File: src/source/board_pkg.sv
package board_pkg;

    //------------------------------------------------------------------------
    // Board widths

    localparam int w_key         = 2;                       // Push buttons
    localparam int w_sw          = 3;                       // Slide switches
    localparam int w_led         = 8;                       // Bar-graph LEDs

    //------------------------------------------------------------------------
    // Sample formats

    localparam int mic_width     = 24;                      // INMP441 word
    localparam int sound_width   = 16;                      // Codec word

    //------------------------------------------------------------------------
    // Microphone link timing

    localparam int mic_sck_half  = 4;                       // clk per sck half period
    localparam int mic_frame_sck = 64;                      // sck per ws frame
    localparam int mic_div_w     = $clog2(mic_sck_half);
    localparam int mic_bit_w     = $clog2(mic_frame_sck);   // MSB doubles as ws

    //------------------------------------------------------------------------
    // Codec link timing

    localparam int i2s_bclk_half = 4;                       // clk per bclk half period
    localparam int i2s_slot_bits = 16;                      // bclk per channel slot
    localparam int i2s_div_w     = $clog2(i2s_bclk_half);
    localparam int i2s_slot_w    = $clog2(i2s_slot_bits);
    localparam int i2s_bit_w     = i2s_slot_w + 1;          // Two slots per frame

    //------------------------------------------------------------------------
    // Level meter

    localparam int level_base    = 15;                      // First LED at 2**15
    localparam int level_w       = $clog2(w_led + 1);       // Counts 0..w_led

    // Board-facing vectors
    typedef logic        [w_key       - 1:0] key_t;         // Active high
    typedef logic        [w_sw        - 1:0] sw_t;
    typedef logic        [w_led       - 1:0] led_t;

    // Audio samples, two's complement
    typedef logic signed [mic_width   - 1:0] mic_sample_t;
    typedef logic signed [sound_width - 1:0] sound_sample_t;

endpackage

File: src/source/board_specific_top.sv
`timescale 1ns/1ns

module board_specific_top
    import board_pkg::*;
(
    input  logic  clk,
    input  logic  rst,

    input  key_t  key_n,                          // Active low at the pins
    input  sw_t   sw,
    output led_t  led,

    // INMP441 microphone
    output logic  mic_sck,
    output logic  mic_ws,
    output logic  mic_lr,
    input  logic  mic_sd,

    // Audio codec
    output logic  i2s_mclk,
    output logic  i2s_bclk,
    output logic  i2s_lrclk,
    output logic  i2s_sdata
);

    //------------------------------------------------------------------------

    key_t          key;                           // Pressed reads as 1
    mic_sample_t   mic_value;
    logic          mic_valid;                     // One clk per mic frame
    sound_sample_t sound;                         // Level signal to codec

    assign key    = ~key_n;
    assign mic_lr = 1'b0;                         // Mic talks in the left slot

    //------------------------------------------------------------------------

    inmp441_mic_i2s_receiver i_microphone
    (
        .clk         ( clk        ),
        .rst         ( rst        ),
        .sd          ( mic_sd     ),
        .sck         ( mic_sck    ),
        .ws          ( mic_ws     ),
        .value       ( mic_value  ),
        .value_valid ( mic_valid  )
    );

    //------------------------------------------------------------------------

    lab_top i_lab_top
    (
        .clk         ( clk        ),
        .rst         ( rst        ),
        .key         ( key        ),
        .sw          ( sw         ),
        .mic         ( mic_value  ),
        .mic_valid   ( mic_valid  ),
        .led         ( led        ),
        .sound       ( sound      )
    );

    //------------------------------------------------------------------------

    i2s_audio_out o_audio
    (
        .clk         ( clk        ),
        .rst         ( rst        ),
        .data_in     ( sound      ),       // Sampled at each frame start
        .mclk        ( i2s_mclk   ),
        .bclk        ( i2s_bclk   ),
        .lrclk       ( i2s_lrclk  ),
        .sdata       ( i2s_sdata  )
    );

endmodule

File: src/source/i2s_audio_out.sv
`timescale 1ns/1ns

module i2s_audio_out
    import board_pkg::*;
(
    input  logic          clk,
    input  logic          rst,
    input  sound_sample_t data_in,      // Sampled at each frame start
    output logic          mclk,         // clk / 2
    output logic          bclk,
    output logic          lrclk,        // Low is the left slot
    output logic          sdata
);

    logic [i2s_div_w - 1:0] div_cnt;
    logic [i2s_bit_w - 1:0] bit_cnt;    // bclk period inside the frame
    logic                   bclk_tick;
    logic                   bclk_fall;
    logic                   frame_start;
    logic                   msb_out;
    sound_sample_t          sample;     // Word for both slots
    sound_sample_t          shift_reg;

    //------------------------------------------------------------------------
    // Clock dividers

    assign bclk_tick = (div_cnt == i2s_div_w'(i2s_bclk_half - 1));
    assign bclk_fall = bclk_tick & bclk;

    always_ff @(posedge clk or posedge rst)
    begin
        if (rst)
        begin
            mclk    <= 1'b0;
            div_cnt <= '0;
            bclk    <= 1'b0;
        end
        else
        begin
            mclk <= ~mclk;
            if (bclk_tick)
            begin
                div_cnt <= '0;
                bclk    <= ~bclk;
            end
            else
                div_cnt <= div_cnt + 1'b1;
        end
    end

    //------------------------------------------------------------------------
    // Slot sequencing, all on falling bclk

    assign frame_start = bclk_fall && (bit_cnt == i2s_bit_w'(2 * i2s_slot_bits - 1));
    assign msb_out     = bclk_fall && (bit_cnt[i2s_slot_w - 1:0] == '0);  // One bclk late

    always_ff @(posedge clk or posedge rst)
    begin
        if (rst)
            bit_cnt <= '0;
        else if (bclk_fall)
            bit_cnt <= bit_cnt + 1'b1;
    end

    assign lrclk = bit_cnt[i2s_bit_w - 1];

    always_ff @(posedge clk or posedge rst)
    begin
        if (rst)
        begin
            sample    <= '0;        // Silence until the first frame
            shift_reg <= '0;
            sdata     <= 1'b0;
        end
        else
        begin
            if (frame_start)
                sample <= data_in;  // lrclk falls on this clk

            if (msb_out)
            begin
                sdata     <= sample[sound_width - 1];
                shift_reg <= {sample[sound_width - 2:0], 1'b0};
            end
            else if (bclk_fall)
            begin
                sdata     <= shift_reg[sound_width - 1];  // LSB spills into next slot
                shift_reg <= {shift_reg[sound_width - 2:0], 1'b0};
            end
        end
    end

endmodule

File: src/source/inmp441_mic_i2s_receiver.sv
`timescale 1ns/1ns

module inmp441_mic_i2s_receiver
    import board_pkg::*;
(
    input  logic        clk,
    input  logic        rst,
    input  logic        sd,             // Mic data, changes on falling sck
    output logic        sck,
    output logic        ws,             // Low selects the left slot
    output mic_sample_t value,
    output logic        value_valid     // One clk per frame
);

    logic [mic_div_w - 1:0] div_cnt;
    logic [mic_bit_w - 1:0] bit_cnt;    // sck period inside the frame
    logic                   sck_tick;
    logic                   sck_rise;
    logic                   sck_fall;
    logic                   capture_en;
    logic                   capture_last;
    logic                   capture_done;
    mic_sample_t            shift_reg;

    //------------------------------------------------------------------------
    // sck generation

    assign sck_tick = (div_cnt == mic_div_w'(mic_sck_half - 1));
    assign sck_rise = sck_tick & ~sck;  // sck goes high this clk
    assign sck_fall = sck_tick &  sck;

    always_ff @(posedge clk or posedge rst)
    begin
        if (rst)
        begin
            div_cnt <= '0;
            sck     <= 1'b0;
        end
        else if (sck_tick)
        begin
            div_cnt <= '0;
            sck     <= ~sck;
        end
        else
            div_cnt <= div_cnt + 1'b1;
    end

    //------------------------------------------------------------------------
    // Frame position, advanced on falling sck

    always_ff @(posedge clk or posedge rst)
    begin
        if (rst)
            bit_cnt <= '0;
        else if (sck_fall)
            bit_cnt <= bit_cnt + 1'b1;  // Wraps every frame
    end

    assign ws = bit_cnt[mic_bit_w - 1]; // Upper half is the right slot

    //------------------------------------------------------------------------
    // Capture, bits 1..24 of the left slot

    assign capture_en   = sck_rise && (bit_cnt >= mic_bit_w'(1))
                                   && (bit_cnt <= mic_bit_w'(mic_width));
    assign capture_last = sck_rise && (bit_cnt == mic_bit_w'(mic_width));

    always_ff @(posedge clk)
    begin
        if (capture_en)
            shift_reg <= {shift_reg[mic_width - 2:0], sd};  // MSB first
        if (capture_done)
            value <= shift_reg;
    end

    always_ff @(posedge clk or posedge rst)
    begin
        if (rst)
        begin
            capture_done <= 1'b0;
            value_valid  <= 1'b0;
        end
        else
        begin
            capture_done <= capture_last;   // LSB now in shift_reg
            value_valid  <= capture_done;   // Same clk as value update
        end
    end

endmodule

File: src/source/lab_top.sv
`timescale 1ns/1ns

module lab_top
    import board_pkg::*;
(
    input  logic          clk,
    input  logic          rst,

    input  key_t          key,             // key[0] mutes the sound
    input  sw_t           sw,              // sw[0] freezes the bar graph
    input  mic_sample_t   mic,
    input  logic          mic_valid,       // Single-cycle strobe

    output led_t          led,
    output sound_sample_t sound
);

    mic_sample_t                mic_abs;
    logic [mic_width   - 2:0] magnitude;   // Saturated |mic|
    logic [level_w     - 1:0] level;       // Thresholds passed
    led_t                       bar;

    //------------------------------------------------------------------------
    // Level meter

    always_comb
    begin
        mic_abs   = mic[mic_width - 1] ? -mic : mic;
        magnitude = mic_abs[mic_width - 1] ? '1 : mic_abs[mic_width - 2:0];  // -2**23 case
    end

    always_comb
    begin
        level = '0;
        for (int k = 1; k <= w_led; k++)
        begin
            if (magnitude >= ((mic_width - 1)'(1) << (level_base + k - 1)))
                level = level + 1'b1;
        end
    end

    // Thermometer code, lowest LEDs first
    always_comb
    begin
        for (int i = 0; i < w_led; i++)
            bar[i] = (i < level);
    end

    //------------------------------------------------------------------------

    always_ff @(posedge clk or posedge rst)
    begin
        if (rst)
        begin
            led   <= '0;
            sound <= '0;
        end
        else if (mic_valid)
        begin
            if (!sw[0])                                     // Freeze holds led
                led <= bar;
            sound <= key[0] ? '0 : mic[mic_width - 1 -: sound_width];  // Top 16 bits
        end
    end

endmodule

File: config.mk
export PLATFORM = sky130hd
export DESIGN_NAME = board_specific_top
export DESIGN_NICKNAME = d
export VERILOG_FILES = /design/src/source/board_pkg.sv /design/src/source/board_specific_top.sv /design/src/source/i2s_audio_out.sv /design/src/source/inmp441_mic_i2s_receiver.sv /design/src/source/lab_top.sv
export SDC_FILE = /design/constraint.sdc
export NUM_CORES = 1
export LEC_CHECK = 0
export ABC_AREA = 1
export BUFFER_PORTS_ARGS = -buffer_cell sky130_fd_sc_hd__buf_2
export CORE_MARGIN = 2
export CORE_UTILIZATION = 62
export CTS_CLUSTER_DIAMETER = 120
export DETAILED_ROUTE_END_ITERATION = 10
export GPL_ROUTABILITY_DRIVEN = 0
export HOLD_SLACK_MARGIN = 0.15
export PLACE_DENSITY = 0.84
export SYNTH_ARGS = -nofsm -noshare
export SYNTH_HDL_FRONTEND = slang
export SYNTH_SLANG_ARGS = --single-unit
export TNS_END_PERCENT = 100
File: constraint.sdc
create_clock -name clk -period 5.2 [get_ports clk]
set_input_delay 0.52 -clock clk [delete_from_list [all_inputs] [get_ports clk]]
set_output_delay 0.52 -clock clk [all_outputs]
set_load 0.005 [all_outputs]
==> flow_summary.json <==
{
  "synth-adder-area-share_pct": 3.31,
  "yosys.area.top_type": "dfrtp_1",
  "yosysSeqAreaShare_pct": 55.3,
  "r2r_setup_slack_ps": 230,
  "worstPathMaxFanout": 6,
  "yosys_warnings": 0,
  "die_w_um": 103,
  "synth-simple-area-share_pct": 25.2,
  "path_clk_slew_ps": 60,
  "cpMaxStageDelayCell": "edfxtp_1",
  "maxSlewViolCount": 0,
  "synth.top_cell.area_share_pct": 31.5,
  "synthFlopType": "dfrtp_1",
  "num_vias": 4748,
  "tightest_slew_ps": 1210,
  "synth_commonest_cells": "nand2_1 (137), dfrtp_1 (76), inv_1 (72)",
  "nNetsFinal": 710,
  "hold_path_class": "in -> reg",
  "r2r-end": "i_lab_top.led[4]",
  "fmax_mhz": 201,
  "tritoncts": "built",
  "relSlewSlack_pct": 19.0,
  "core_um2": 9590,
  "pin_count": 23,
  "crit_family": "simple AND/OR/NAND/NOR gates",
  "power_frac_clock_pct": 50.7,
  "synth_edf_count": 48,
  "cp-startpoint": "i_microphone.value[15]",
  "worst_ep_arrival_time_ps": 5380,
  "setup_ws_ps": 235,
  "cp.depth": 33,
  "dieHeight_um": 103,
  "p_seq_share_pct": 48.4,
  "cp-endpoint": "i_lab_top.led[4]",
  "ir_drop_v": 0.000308,
  "synth_compound_area_share_pct": 8.35,
  "cts_htree_levels": 4,
  "outcome": "completed",
  "endpoint_kind": "flip-flop",
  "path_common_cell": "nand2_1",
  "critPathLaunchType": "flip-flop",
  "required_ps": 5610,
  "drc": 0,
  "drive_gt1_share_pct": 22.7,
  "switchingPower_uw": 482,
  "clkSinkCount": 124,
  "grt_pass1_vias": 4396,
  "dpl_cell_area_um2": 6260,
  "dr.pass1.iters": 8,
  "grt_max_degree": 77,
  "power_leakage_uw": 0.00327,
  "critPathKind": "reg -> reg",
  "viasPerCell": 5.71,
  "synth_cells": 638,
  "synth.most_common_cell": "nand2_1",
  "cts_buffers": 17,
  "antenna_found_initial": 0,
  "min_period_over_period_pct": 95.5,
  "hold_viol_final": 0,
  "fin_setup_tns_ps": 0,
  "async_reset_ff_share_pct": 61.3,
  "hold-path-cell-count": 1,
  "clk_latency_ps": 530,
  "synthTopCellsByArea": "dfrtp_1 (31%), edfxtp_1 (24%), nand2_1 (8.5%), nand3_1 (4.8%), o21ai_0 (4.7%)",
  "die_area_um2": 10600,
  "grt_usage_pct": 24.0,
  "reg2reg_from": "i_microphone.value[15]",
  "clk_path_buf_depth": 2,
  "synth_area_um2": 6040,
  "io_buffers": 18,
  "muxShareOfSynthArea_pct": 0,
  "internal_power_uw": 1610,
  "setup_viol": 0,
  "overflow": 0,
  "fillers": 589,
  "place_ws_ps": -13.2,
  "ant_nets": 0,
  "skew_ps": 9.48,
  "rows": 36,
  "design_area_um2": 7100,
  "grt_pass1_wl_um": 19700,
  "syn_avg_cell_area_um2": 9.47,
  "crit_buf_inv": 2,
  "drv_cap": 0,
  "p_sw_share_pct": 23.0,
  "synth_cell_type_count": 39,
  "period_needed_ps": 4970,
  "rr_worst_depth": 33,
  "ctsRootBufferMaster": "clkbuf_8",
  "p_comb_share_pct": 0.9,
  "wl_per_cell_um": 15.6,
  "routed_wl_um": 13000,
  "drt_iter0_drc": 467,
  "synth_top_family_by_area": "simple AND/OR/NAND/NOR gates",
  "start_util_pct": 63.0,
  "power_density_nw_per_um2": 295,
  "ys_ff_latch": 124,
  "place_hpwl_um": 7600,
  "cts_hold_buffers": 0,
  "antenna_cells": 0,
  "syn-num-nets": 662,
  "cpPeakStageDelay_ps": 480,
  "yosys.area_share.xor_xnor_pct": 1.16,
  "areaGrowthSynthToFinish_pct": 17.5
}
## metrics by stage
stage	total power [uW]	utilization (%)	cells	hold slack, ps
3_5_place_dp	1050	65.3	776	409
5_1_grt	2150	74.0	832	160
3_3_place_gp	1050	65.3	776	401
4_1_cts	2100	71.1	810	159
2_1_floorplan	1040	-	638	400
6_report	2090	74.0	832	167
## metal layers
metal / up-vias / part of all wire (%) / track usage, %
met5: - / 0 / 0
met4: 0 / 2.4 / 9.74
met3: 53 / 5.1 / 5.56
met2: 176 / 53 / 42.2
met1: 2306 / 40 / 28.4
li1: 2213 / - / -
## power by group through the flow
stage          sequential [uW]  combinational, uW  clock [uW]
5_1_grt                   1010               21.4        1120
4_1_cts                   1010               18.8        1070
2_1_floorplan             1030               11.7           0
3_3_place_gp              1030               18.1           0
3_5_place_dp              1030               18.7           0
6_report                  1010               17.9        1060
## layout by cell type, fill, tap and decap left out, types with 4 or more instances in the layout
cell type,Yosys,layout
nand3_1,58,54
clkinvlp_4,0,4
o21ai_0,57,57
inv_2,9,12
nand2_1,137,132
nand3_4,7,8
dfrtp_1,76,76
o22ai_1,10,10
nand4_1,8,8
nand3_2,7,11
inv_1,72,68
nor2_4,2,6
xor2_1,8,8
buf_2,0,18
a21oi_1,21,21
edfxtp_1,48,48
clkinv_4,1,4
nand2_4,5,5
buf_4,2,26
clkbuf_16,0,16
nor2_1,34,27
nor2_2,4,7
ha_1,16,14
nand2_2,15,20
## worst min path at each step
stage | end | start
finish | i_microphone.shift_reg[0] | mic_sd
detailed placement | o_audio.mclk | o_audio.mclk
CTS | i_microphone.shift_reg[0] | mic_sd
global placement | o_audio.mclk | o_audio.mclk
global route | i_microphone.shift_reg[0] | mic_sd
floorplan | i_microphone.value[23] | i_microphone.shift_reg[23]
## cell type report
cell class | instances | area, um2 | share of cell area [%]
repair buffers | 44 | 285 | 4.02
clock buffers | 18 | 418 | 5.89
well taps | 133 | 166 | 2.34
inverters | 84 | 325 | 4.58
flip-flops and latches | 124 | 3340 | 47.1
multi-input cells | 415 | 2450 | 34.5
clock inverters | 14 | 114 | 1.60
## cell families (layout without fill, tap and decap cells)
| kind of cell | Yosys count | count (layout) |
|---|---|---|
| buf+inv | 100 | 160 |
| xor+xnor | 8 | 8 |
| fa+ha+maj | 16 | 16 |
| flops | 124 | 124 |
| simple gates | 294 | 295 |
| compound gates | 95 | 95 |
| other cells | 1 | 1 |
## timing repair
item | CTS | global route
pin swaps | 1 | 13
endpoints found under the hold margin | 0 | 0
setup endpoints to repair | 3 | 8
cloned | 0 | 1
buffers inserted | 2 | 21
resized for setup | 3 | 28
(Power assumes the default switching activity.)
